$ cat src/include/dmac_settings.svh
/*
  Widths, depths and APB register offsets of the DMA engine.
  Included by the package and by every RTL module that needs a constant.
*/

`ifndef DMAC_SETTINGS_SVH
`define DMAC_SETTINGS_SVH

// Datapath widths
`define DMAC_ADDR_W       32
`define DMAC_DATA_W       32
`define DMAC_LEN_W        16
`define DMAC_ID_W         16
`define DMAC_PADDR_W      8

// Storage depths, powers of two
`define DMAC_QUEUE_DEPTH  4
`define DMAC_BUF_DEPTH    4

// APB register map
`define DMAC_REG_SRC      8'h00
`define DMAC_REG_DST      8'h04
`define DMAC_REG_LEN      8'h08
`define DMAC_REG_STATUS   8'h0C
`define DMAC_REG_NEXT_ID  8'h10
`define DMAC_REG_DONE_ID  8'h14

`endif
$ cat src/dmac_pkg.sv
/*
  Shared vector types and the backend state encoding of the DMA engine.
  Modules pull these in with a wildcard import in their header.
*/

`include "dmac_settings.svh"

package dmac_pkg;

  // Memory side
  typedef logic [`DMAC_ADDR_W-1:0]  addr_t;
  typedef logic [`DMAC_DATA_W-1:0]  data_t;

  // Transfer description
  typedef logic [`DMAC_LEN_W-1:0]   len_t;
  typedef logic [`DMAC_LEN_W-3:0]   words_t;
  typedef logic [`DMAC_ID_W-1:0]    job_id_t;

  // Control port
  typedef logic [`DMAC_PADDR_W-1:0] paddr_t;

  // Copy engine states
  typedef enum logic {
    COPY_IDLE = 1'b0,
    COPY_RUN  = 1'b1
  } copy_state_e;

endpackage

$ cat src/dmac_top.sv
/*
  Top level of the single channel DMA engine. APB control port in front,
  job queue in the middle, copy backend on separate memory read and write ports.
*/

`timescale 1ns/1ps
`include "dmac_settings.svh"

module dmac_top
  import dmac_pkg::*;
(
  input  logic   clk_i,
  input  logic   rst_i,
  // APB control port
  input  logic   psel_i,
  input  logic   penable_i,
  input  logic   pwrite_i,
  input  paddr_t paddr_i,
  input  data_t  pwdata_i,
  output data_t  prdata_o,
  output logic   pready_o,
  output logic   pslverr_o,
  // Memory read port
  output logic   rd_req_o,
  output addr_t  rd_addr_o,
  input  logic   rd_gnt_i,
  input  logic   rd_rvalid_i,
  input  data_t  rd_rdata_i,
  // Memory write port
  output logic   wr_req_o,
  output addr_t  wr_addr_o,
  output data_t  wr_wdata_o,
  input  logic   wr_gnt_i,
  // Events
  output logic   term_event_o,
  output logic   busy_o
);

  logic  q_push;
  logic  q_full;
  addr_t q_src;
  addr_t q_dst;
  len_t  q_len;
  logic  q_not_empty;
  logic  job_valid;
  logic  job_ready;
  addr_t job_src;
  addr_t job_dst;
  len_t  job_len;
  logic  job_done;
  logic  be_active;
  logic  busy;

  // Busy while a job waits or is being copied
  assign busy         = q_not_empty | be_active;
  assign busy_o       = busy;
  assign term_event_o = job_done;

  // ------------------------------------------------------------
  // Frontend
  // ------------------------------------------------------------

  dmac_reg_frontend i_reg_frontend (
    .clk_i      ( clk_i     ),
    .rst_i      ( rst_i     ),
    .psel_i     ( psel_i    ),
    .penable_i  ( penable_i ),
    .pwrite_i   ( pwrite_i  ),
    .paddr_i    ( paddr_i   ),
    .pwdata_i   ( pwdata_i  ),
    .prdata_o   ( prdata_o  ),
    .pready_o   ( pready_o  ),
    .pslverr_o  ( pslverr_o ),
    .q_push_o   ( q_push    ),
    .q_src_o    ( q_src     ),
    .q_dst_o    ( q_dst     ),
    .q_len_o    ( q_len     ),
    .q_full_i   ( q_full    ),
    .job_done_i ( job_done  ),
    .busy_i     ( busy      )
  );

  dmac_job_queue #(
    .depth ( `DMAC_QUEUE_DEPTH )
  ) i_job_queue (
    .clk_i       ( clk_i       ),
    .rst_i       ( rst_i       ),
    .push_i      ( q_push      ),
    .src_i       ( q_src       ),
    .dst_i       ( q_dst       ),
    .len_i       ( q_len       ),
    .full_o      ( q_full      ),
    .valid_o     ( job_valid   ),
    .ready_i     ( job_ready   ),
    .src_o       ( job_src     ),
    .dst_o       ( job_dst     ),
    .len_o       ( job_len     ),
    .not_empty_o ( q_not_empty )
  );

  // ------------------------------------------------------------
  // Backend
  // ------------------------------------------------------------

  dmac_copy_backend #(
    .buf_depth ( `DMAC_BUF_DEPTH )
  ) i_copy_backend (
    .clk_i       ( clk_i       ),
    .rst_i       ( rst_i       ),
    .job_valid_i ( job_valid   ),
    .job_ready_o ( job_ready   ),
    .job_src_i   ( job_src     ),
    .job_dst_i   ( job_dst     ),
    .job_len_i   ( job_len     ),
    .job_done_o  ( job_done    ),
    .active_o    ( be_active   ),
    .rd_req_o    ( rd_req_o    ),
    .rd_addr_o   ( rd_addr_o   ),
    .rd_gnt_i    ( rd_gnt_i    ),
    .rd_rvalid_i ( rd_rvalid_i ),
    .rd_rdata_i  ( rd_rdata_i  ),
    .wr_req_o    ( wr_req_o    ),
    .wr_addr_o   ( wr_addr_o   ),
    .wr_wdata_o  ( wr_wdata_o  ),
    .wr_gnt_i    ( wr_gnt_i    )
  );

endmodule

$ cat src/dmac_copy_backend.sv
/*
  Word copy engine. Takes one job at a time from the queue, reads the source
  region through the read port into a small data buffer and drains that buffer
  to the destination through the write port. Pulses job_done_o per job.
*/

`timescale 1ns/1ps
`include "dmac_settings.svh"

module dmac_copy_backend
  import dmac_pkg::*;
#(
  parameter int unsigned buf_depth = `DMAC_BUF_DEPTH
) (
  input  logic  clk_i,
  input  logic  rst_i,
  // Job input
  input  logic  job_valid_i,
  output logic  job_ready_o,
  input  addr_t job_src_i,
  input  addr_t job_dst_i,
  input  len_t  job_len_i,
  output logic  job_done_o,
  output logic  active_o,
  // Memory read port
  output logic  rd_req_o,
  output addr_t rd_addr_o,
  input  logic  rd_gnt_i,
  input  logic  rd_rvalid_i,
  input  data_t rd_rdata_i,
  // Memory write port
  output logic  wr_req_o,
  output addr_t wr_addr_o,
  output data_t wr_wdata_o,
  input  logic  wr_gnt_i
);

  localparam int unsigned ptr_w = $clog2(buf_depth);

  typedef logic [ptr_w-1:0] ptr_t;
  typedef logic [ptr_w:0]   cnt_t;

  localparam cnt_t  buf_limit = cnt_t'(buf_depth);
  localparam addr_t word_step = addr_t'(4);

  copy_state_e state_q;
  logic        done_q;
  addr_t       rd_addr_q;
  addr_t       wr_addr_q;
  words_t      rd_left_q;
  words_t      wr_left_q;
  words_t      job_words;
  cnt_t        outstanding_q;
  cnt_t        buf_cnt_q;
  cnt_t        in_flight;
  ptr_t        buf_wr_ptr_q;
  ptr_t        buf_rd_ptr_q;
  data_t       buf_mem [buf_depth];
  logic        job_take;
  logic        rd_fire;
  logic        wr_fire;
  logic        wr_last;

  assign job_ready_o = (state_q == COPY_IDLE);
  assign job_take    = job_valid_i & job_ready_o;
  // Low two bits of the byte count are dropped
  assign job_words   = job_len_i[`DMAC_LEN_W-1:2];
  assign active_o    = (state_q == COPY_RUN);
  assign job_done_o  = done_q;

  // Reads stop once every buffer slot is claimed by data or an open read
  assign in_flight = outstanding_q + buf_cnt_q;
  assign rd_req_o  = active_o && (rd_left_q != '0) && (in_flight < buf_limit);
  assign rd_fire   = rd_req_o & rd_gnt_i;
  assign rd_addr_o = rd_addr_q;

  assign wr_req_o   = active_o && (buf_cnt_q != '0);
  assign wr_fire    = wr_req_o & wr_gnt_i;
  assign wr_last    = wr_fire && (wr_left_q == words_t'(1));
  assign wr_addr_o  = wr_addr_q;
  assign wr_wdata_o = buf_mem[buf_rd_ptr_q];

  // ------------------------------------------------------------
  // Job FSM and remaining word counts
  // ------------------------------------------------------------

  always_ff @(posedge clk_i) begin
    if (rst_i) begin
      state_q   <= COPY_IDLE;
      done_q    <= 1'b0;
      rd_left_q <= '0;
      wr_left_q <= '0;
    end else begin
      done_q <= 1'b0;
      case (state_q)
        COPY_IDLE: begin
          if (job_take) begin
            rd_left_q <= job_words;
            wr_left_q <= job_words;
            // Empty job finishes right away
            if (job_words == '0) begin
              done_q <= 1'b1;
            end else begin
              state_q <= COPY_RUN;
            end
          end
        end
        COPY_RUN: begin
          if (rd_fire) rd_left_q <= rd_left_q - words_t'(1);
          if (wr_fire) wr_left_q <= wr_left_q - words_t'(1);
          if (wr_last) begin
            done_q  <= 1'b1;
            state_q <= COPY_IDLE;
          end
        end
        default: state_q <= COPY_IDLE;
      endcase
    end
  end

  // Word aligned address counters
  always_ff @(posedge clk_i) begin
    if (job_take) begin
      rd_addr_q <= {job_src_i[`DMAC_ADDR_W-1:2], 2'b00};
      wr_addr_q <= {job_dst_i[`DMAC_ADDR_W-1:2], 2'b00};
    end else begin
      if (rd_fire) rd_addr_q <= rd_addr_q + word_step;
      if (wr_fire) wr_addr_q <= wr_addr_q + word_step;
    end
  end

  // ------------------------------------------------------------
  // Outstanding reads and read data buffer
  // ------------------------------------------------------------

  always_ff @(posedge clk_i) begin
    if (rst_i) begin
      outstanding_q <= '0;
      buf_cnt_q     <= '0;
      buf_wr_ptr_q  <= '0;
      buf_rd_ptr_q  <= '0;
    end else begin
      if (rd_fire && !rd_rvalid_i) begin
        outstanding_q <= outstanding_q + cnt_t'(1);
      end else if (!rd_fire && rd_rvalid_i) begin
        outstanding_q <= outstanding_q - cnt_t'(1);
      end
      if (rd_rvalid_i && !wr_fire) begin
        buf_cnt_q <= buf_cnt_q + cnt_t'(1);
      end else if (!rd_rvalid_i && wr_fire) begin
        buf_cnt_q <= buf_cnt_q - cnt_t'(1);
      end
      if (rd_rvalid_i) buf_wr_ptr_q <= buf_wr_ptr_q + ptr_t'(1);
      if (wr_fire) buf_rd_ptr_q <= buf_rd_ptr_q + ptr_t'(1);
    end
  end

  always_ff @(posedge clk_i) begin
    if (rd_rvalid_i) begin
      buf_mem[buf_wr_ptr_q] <= rd_rdata_i;
    end
  end

endmodule

$ cat src/dmac_job_queue.sv
/*
  In-order FIFO of launched jobs between register frontend and copy backend.
  A pushed job shows up on valid_o in the following cycle.
*/

`timescale 1ns/1ps
`include "dmac_settings.svh"

module dmac_job_queue
  import dmac_pkg::*;
#(
  parameter int unsigned depth = `DMAC_QUEUE_DEPTH
) (
  input  logic  clk_i,
  input  logic  rst_i,
  input  logic  push_i,
  input  addr_t src_i,
  input  addr_t dst_i,
  input  len_t  len_i,
  output logic  full_o,
  output logic  valid_o,
  input  logic  ready_i,
  output addr_t src_o,
  output addr_t dst_o,
  output len_t  len_o,
  output logic  not_empty_o
);

  localparam int unsigned ptr_w = $clog2(depth);

  typedef logic [ptr_w-1:0] ptr_t;
  typedef logic [ptr_w:0]   cnt_t;

  localparam cnt_t full_cnt = cnt_t'(depth);

  addr_t src_mem [depth];
  addr_t dst_mem [depth];
  len_t  len_mem [depth];
  ptr_t  wr_ptr_q;
  ptr_t  rd_ptr_q;
  cnt_t  count_q;
  logic  do_push;
  logic  do_pop;

  assign full_o      = (count_q == full_cnt);
  assign valid_o     = (count_q != '0);
  assign not_empty_o = valid_o;
  assign do_push     = push_i & ~full_o;
  assign do_pop      = valid_o & ready_i;

  assign src_o = src_mem[rd_ptr_q];
  assign dst_o = dst_mem[rd_ptr_q];
  assign len_o = len_mem[rd_ptr_q];

  always_ff @(posedge clk_i) begin
    if (do_push) begin
      src_mem[wr_ptr_q] <= src_i;
      dst_mem[wr_ptr_q] <= dst_i;
      len_mem[wr_ptr_q] <= len_i;
    end
  end

  // Pointers wrap on their own since depth is a power of two
  always_ff @(posedge clk_i) begin
    if (rst_i) begin
      wr_ptr_q <= '0;
      rd_ptr_q <= '0;
      count_q  <= '0;
    end else begin
      if (do_push) wr_ptr_q <= wr_ptr_q + ptr_t'(1);
      if (do_pop) rd_ptr_q <= rd_ptr_q + ptr_t'(1);
      if (do_push && !do_pop) begin
        count_q <= count_q + cnt_t'(1);
      end else if (!do_push && do_pop) begin
        count_q <= count_q - cnt_t'(1);
      end
    end
  end

endmodule

$ cat src/dmac_reg_frontend.sv
/*
  APB register file of the DMA engine. Software writes SRC, DST and LEN,
  then reads NEXT_ID to launch the job and obtain its ID. DONE_ID counts
  finished jobs, STATUS shows the busy flag.
*/

`timescale 1ns/1ps
`include "dmac_settings.svh"

module dmac_reg_frontend
  import dmac_pkg::*;
(
  input  logic    clk_i,
  input  logic    rst_i,
  // APB slave
  input  logic    psel_i,
  input  logic    penable_i,
  input  logic    pwrite_i,
  input  paddr_t  paddr_i,
  input  data_t   pwdata_i,
  output data_t   prdata_o,
  output logic    pready_o,
  output logic    pslverr_o,
  // Job queue push side
  output logic    q_push_o,
  output addr_t   q_src_o,
  output addr_t   q_dst_o,
  output len_t    q_len_o,
  input  logic    q_full_i,
  // Status sources
  input  logic    job_done_i,
  input  logic    busy_i
);

  logic    apb_access;
  logic    apb_wr;
  logic    apb_rd;
  logic    sel_src;
  logic    sel_dst;
  logic    sel_len;
  logic    sel_status;
  logic    sel_next_id;
  logic    sel_done_id;
  logic    mapped;
  logic    launch_stall;
  addr_t   src_q;
  addr_t   dst_q;
  len_t    len_q;
  job_id_t next_id_q;
  job_id_t done_cnt_q;
  job_id_t launch_id;

  // ------------------------------------------------------------
  // Address decode
  // ------------------------------------------------------------

  assign apb_access = psel_i & penable_i;
  assign apb_wr     = apb_access & pwrite_i;
  assign apb_rd     = apb_access & ~pwrite_i;

  assign sel_src     = (paddr_i == `DMAC_REG_SRC);
  assign sel_dst     = (paddr_i == `DMAC_REG_DST);
  assign sel_len     = (paddr_i == `DMAC_REG_LEN);
  assign sel_status  = (paddr_i == `DMAC_REG_STATUS);
  assign sel_next_id = (paddr_i == `DMAC_REG_NEXT_ID);
  assign sel_done_id = (paddr_i == `DMAC_REG_DONE_ID);

  assign mapped = sel_src | sel_dst | sel_len | sel_status | sel_next_id | sel_done_id;

  // A launch holds the access phase while the queue has no room
  assign launch_stall = apb_rd & sel_next_id & q_full_i;
  assign pready_o     = ~launch_stall;
  assign pslverr_o    = apb_access & ~mapped;

  assign launch_id = next_id_q + job_id_t'(1);
  assign q_push_o  = apb_rd & sel_next_id & ~q_full_i;
  assign q_src_o   = src_q;
  assign q_dst_o   = dst_q;
  assign q_len_o   = len_q;

  // ------------------------------------------------------------
  // Job registers
  // ------------------------------------------------------------

  always_ff @(posedge clk_i) begin
    if (rst_i) begin
      src_q <= '0;
      dst_q <= '0;
      len_q <= '0;
    end else if (apb_wr) begin
      if (sel_src) src_q <= addr_t'(pwdata_i);
      if (sel_dst) dst_q <= addr_t'(pwdata_i);
      if (sel_len) len_q <= pwdata_i[`DMAC_LEN_W-1:0];
    end
  end

  // ID counters, first launched job gets ID 1
  always_ff @(posedge clk_i) begin
    if (rst_i) begin
      next_id_q  <= '0;
      done_cnt_q <= '0;
    end else begin
      if (q_push_o) next_id_q <= launch_id;
      if (job_done_i) done_cnt_q <= done_cnt_q + job_id_t'(1);
    end
  end

  // Read data, valid in the access cycle
  always_comb begin
    prdata_o = '0;
    if (apb_rd) begin
      case (paddr_i)
        `DMAC_REG_SRC:     prdata_o = data_t'(src_q);
        `DMAC_REG_DST:     prdata_o = data_t'(dst_q);
        `DMAC_REG_LEN:     prdata_o = data_t'(len_q);
        `DMAC_REG_STATUS:  prdata_o = data_t'(busy_i);
        `DMAC_REG_NEXT_ID: prdata_o = data_t'(launch_id);
        `DMAC_REG_DONE_ID: prdata_o = data_t'(done_cnt_q);
        default:           prdata_o = '0;
      endcase
    end
  end

endmodule

$ cat config.mk
export PLATFORM = sky130hd
export DESIGN_NAME = dmac_top
export DESIGN_NICKNAME = d
export VERILOG_FILES = /design/src/dmac_pkg.sv /design/src/dmac_top.sv /design/src/dmac_copy_backend.sv /design/src/dmac_job_queue.sv /design/src/dmac_reg_frontend.sv
export VERILOG_INCLUDE_DIRS = /design/src /design/src/include
export SDC_FILE = /design/constraint.sdc
export NUM_CORES = 1
export LEC_CHECK = 0
export BUFFER_PORTS_ARGS = -buffer_cell sky130_fd_sc_hd__clkbuf_2
export CAP_MARGIN = 20
export CORE_ASPECT_RATIO = 1.1
export CORE_MARGIN = 5
export CORE_UTILIZATION = 59
export CTS_CLUSTER_DIAMETER = 60
export DETAILED_ROUTE_END_ITERATION = 10
export PLACE_DENSITY = 0.81
export SYNTH_ARGS = -nofsm -noshare
export SYNTH_HDL_FRONTEND = slang
export SYNTH_SLANG_ARGS = --single-unit
$ cat constraint.sdc
create_clock -name clk_i -period 3.7 [get_ports clk_i]
set_input_delay 0.185 -clock clk_i [delete_from_list [all_inputs] [get_ports clk_i]]
set_output_delay 0.185 -clock clk_i [all_outputs]
set_load 0.05 [all_outputs]
==> metrics.csv <==
metric,value,unit
outcome,"finished, final reports clean",
grt_start_max_net_pins,74,
start_util,59.64,%
wl,65.32,mm
gr-usage-met2,42.75,%
r2r_slack,0.77,ns
grt_util_met1,34.15,%
multiInputGateArea,8830,um^2
finalInstanceArea,31710,um^2
rows,82,
clock.fmax,0.3297,GHz
antenna_found_initial,2,
hold-worst-slack,0.1042,ns
vias_per_cell,6.148,
synth_edf_count,484,
drc,0,
placed_cells,2680,
cp.arrival,2.85,ns
powerDensity,678.7,nW/um^2
dieHeight,235.1,um
ys_ff_latch,647,
die_w,214.6,um
cts_made_buffers,58,
ctsResizeCount,0,
synthesis.instances,1948,
vdd_drop_max,0.5410,mV
path_cells,nand4_1 -> nor4_4 -> nand4_1 -> xor2_1 -> o22ai_1 -> clkbuf_2,
cp-end-kind,output port,
clockBufferDepth,3,
drv_slew,0,
core,45550,um^2
hold_path_end,i_copy_backend.buf_rd_ptr_q[0]$_SDFFE_PP0P_,
nets,2319,
reg2regPathDepth,12,
crit_top_cell,nand4_1,
clock_latency,0.63,ns
relSlewSlack,36.25,%
synth_area,27170,um^2
area_delta_synth_final,16.72,%
drtIter0Drc,1767,
dieArea,50440,um^2
postCtsHoldBufs,65,
io_pins,214,
synth_cell_types,72,
clock-root-buffer,clkbuf_16,
path_delay_family,simple AND/OR/NAND/NOR gates,
worstPathMaxFanout,9,
post-cts-setup-buffers,0,
final.setup.tns,0,ns
top_usage_layer,met2,
syn_avg_cell_area,13.95,um^2
drt.antenna.violating_nets,0,
clock-sinks,647,
dr.pass1.iters,6,
grt_remaining_overflow,0,
seq_area,17810,um^2
nFillCells,2965,
synth-main-ff-cell,edfxtp_1,
cts_tree,yes,
fin_crit,3.033,ns
gp_routability_congestion,0.9030,
drive_above_1_share,21.79,%
grt_pass1_wl,102.2,mm
hold-path-cell-count,4,
routedWlPerCell,22.86,um
yosys_warnings,0,
rsz0062_at_grt,no,
fin_skew,0.02312,ns
vias,17570,
yosysSeqAreaShare,65.51,%
tightest_slew,0.9475,ns
stdcell_count,2857,
fin_crit_sh,81.97,%
crit_required,3.51,ns
critical_path.startpoint_type,register,
worstSetupPathType,register to output port,
worst_path_max_delay_cell,nor4_4,
synthArstFlopShare,0,%
crit_buf_inv,1,
first_global_vias,17810,
grtUsageTotal,25.55,%
clkTransAtPathRegs,0.06,ns
rr_startpoint,i_copy_backend.rd_left_q[0]$_SDFFE_PP0P_,
hold_start,wr_gnt_i,
min_path_type,input pin to register,
use_met3,5.548,%
setup_viol,0,
cap_viol_max_count,0,
hold_violations,0,
placed_cell_area,28900,um^2
hpwl,41.20,mm
slowest_delay,0.49,ns
rr_endpoint,i_copy_backend.outstanding_q[2]$_SDFFE_PP0P_,
htree_levels,2,
port_buffers,209,
power_leakage,11.39,nW
==> synthesized netlist by cell type, types with 5 or more instances <==
library cell | number | share of area (%)
mux4_2 | 106 | 8.8
clkbuf_1 | 68 | 0.94
dfxtp_1 | 163 | 12
nor2_1 | 150 | 2.1
inv_1 | 28 | 0.39
o21a_1 | 7 | 0.19
ha_1 | 19 | 0.88
a22o_1 | 5 | 0.16
mux2i_1 | 70 | 2.6
a21oi_2 | 17 | 0.55
o211ai_1 | 9 | 0.25
nor4_1 | 17 | 0.39
and3_1 | 30 | 0.69
buf_4 | 7 | 0.19
nor3_1 | 28 | 0.52
xor2_1 | 56 | 1.8
edfxtp_1 | 484 | 53
or3_1 | 15 | 0.35
a31oi_1 | 11 | 0.25
and4_1 | 6 | 0.19
or4_1 | 10 | 0.28
nand2_1 | 224 | 3.1
nand4_1 | 25 | 0.58
a22oi_1 | 20 | 0.55
buf_1 | 9 | 0.12
a21oi_1 | 68 | 1.3
o21ai_0 | 100 | 1.8
and2_1 | 15 | 0.35
buf_2 | 13 | 0.24
nand3_1 | 49 | 0.90
nand2b_1 | 5 | 0.12
buf_6 | 6 | 0.25
xnor2_1 | 46 | 1.5
==> cells by family (layout without fill, tap and decap cells) <==
kind of cell | after synthesis | after routing | synth area share (%)
multiplexers | 177 | 177 | 11.41
other | 1 | 6 | 0.01380
buffers and inverters | 133 | 449 | 2.165
adder cells (fa/ha/maj) | 22 | 22 | 1.096
AO/OA/AOI/OAI | 266 | 266 | 5.969
AND/OR/NAND/NOR | 600 | 600 | 10.55
flip-flops | 647 | 647 | 65.51
XOR/XNOR | 102 | 102 | 3.288
==> worst min-delay path, stage by stage <==
cell and delay, ns:
clkbuf_2 0.09, o311a_1 0.17, xnor2_1 0.16, nor2_1 0.08
==> cell type report <==
class	count	area share [%]
Multi-Input combinational cell	1171	27.85
Tap cell	588	2.320
Clock inverter	35	1.697
Timing Repair Buffer	310	6.526
Clock buffer	75	5.098
Sequential cell	647	56.15
Inverter	29	0.3433
Antenna cell	2	0.01578
==> flip-flops by register name, indices dropped and copies added (netlist names), 2 cells and up, named ones only <==
register and flops:
i_copy_backend.buf_cnt_q 3, i_copy_backend.buf_mem 128, i_copy_backend.buf_rd_ptr_q 2, i_copy_backend.buf_wr_ptr_q 2, i_copy_backend.outstanding_q 3, i_copy_backend.rd_addr_o 30
i_copy_backend.rd_left_q 14, i_copy_backend.wr_addr_o 30, i_copy_backend.wr_left_q 14, i_job_queue.count_q 3, i_job_queue.dst_mem 120, i_job_queue.len_mem 56
i_job_queue.rd_ptr_q 2, i_job_queue.src_mem 120, i_job_queue.wr_ptr_q 2, i_reg_frontend.done_cnt_q 16, i_reg_frontend.next_id_q 16, i_reg_frontend.q_dst_o 32
i_reg_frontend.q_len_o 16, i_reg_frontend.q_src_o 32
==> through the flow <==
step	worst slack (ns)	util [%]	total power, mW
finish	0.6670	69.61	21.52
global route	0.5340	69.61	22.41
CTS	0.6826	69.60	21.60
detailed placement	0.7973	63.44	14.90
global placement	0.8922	63.44	14.76
floorplan	0.2790	-	13.51
==> power breakdown <==
part / switching, mW / total, mW / internal [mW]
combinational: 3.78 / 5.42 / 1.63
sequential: 0.811 / 9.44 / 8.63
clock: 2.71 / 6.67 / 3.96
total: 7.30 / 21.5 / 14.2
==> per-layer routing <==
layer	vias up	share of wire, %	wire [um]
met5	-	0	0
met1	8688	39	25240
li1	7883	-	-
met2	838	50	32590
met4	0	3.0	1965
met3	157	8.5	5525
==> how the worst max path moves through the flow <==
stage                                              from  slack [ns]                                           end  cells past startpoint
6_report       i_reg_frontend.next_id_q[2]$_SDFFE_PP0P_        0.67                                  prdata_o[15]                      6
5_1_grt        i_reg_frontend.next_id_q[3]$_SDFFE_PP0P_        0.53                                  prdata_o[15]                      6
4_1_cts        i_reg_frontend.next_id_q[2]$_SDFFE_PP0P_        0.68                                  prdata_o[15]                      6
3_5_place_dp   i_copy_backend.rd_left_q[0]$_SDFFE_PP0P_        0.80  i_copy_backend.outstanding_q[2]$_SDFFE_PP0P_                     12
3_3_place_gp                                 paddr_i[1]        0.89           i_job_queue.count_q[2]$_SDFFE_PP0P_                     12
2_1_floorplan                                paddr_i[4]        0.28          i_job_queue.dst_mem[0][10]$_DFFE_PP_                      5
==> cells in the final DEF (no fill, tap or decap), drive strengths merged, types with 22 or more instances in the layout <==
| cell type | n |
|---|---|
| a21oi | 85 |
| o21ai | 100 |
| mux4 | 106 |
| inv | 35 |
| dfxtp | 163 |
| nand4 | 25 |
| dlygate4sd3 | 65 |
| and3 | 30 |
| nand2 | 224 |
| nor2 | 150 |
| nand3 | 50 |
| clkbuf | 283 |
| edfxtp | 484 |
| xnor2 | 46 |
| xor2 | 56 |
| nor3 | 29 |
| buf | 37 |
| nor4 | 22 |
| mux2i | 70 |
Note: power is estimated with default switching activity, not from simulation.
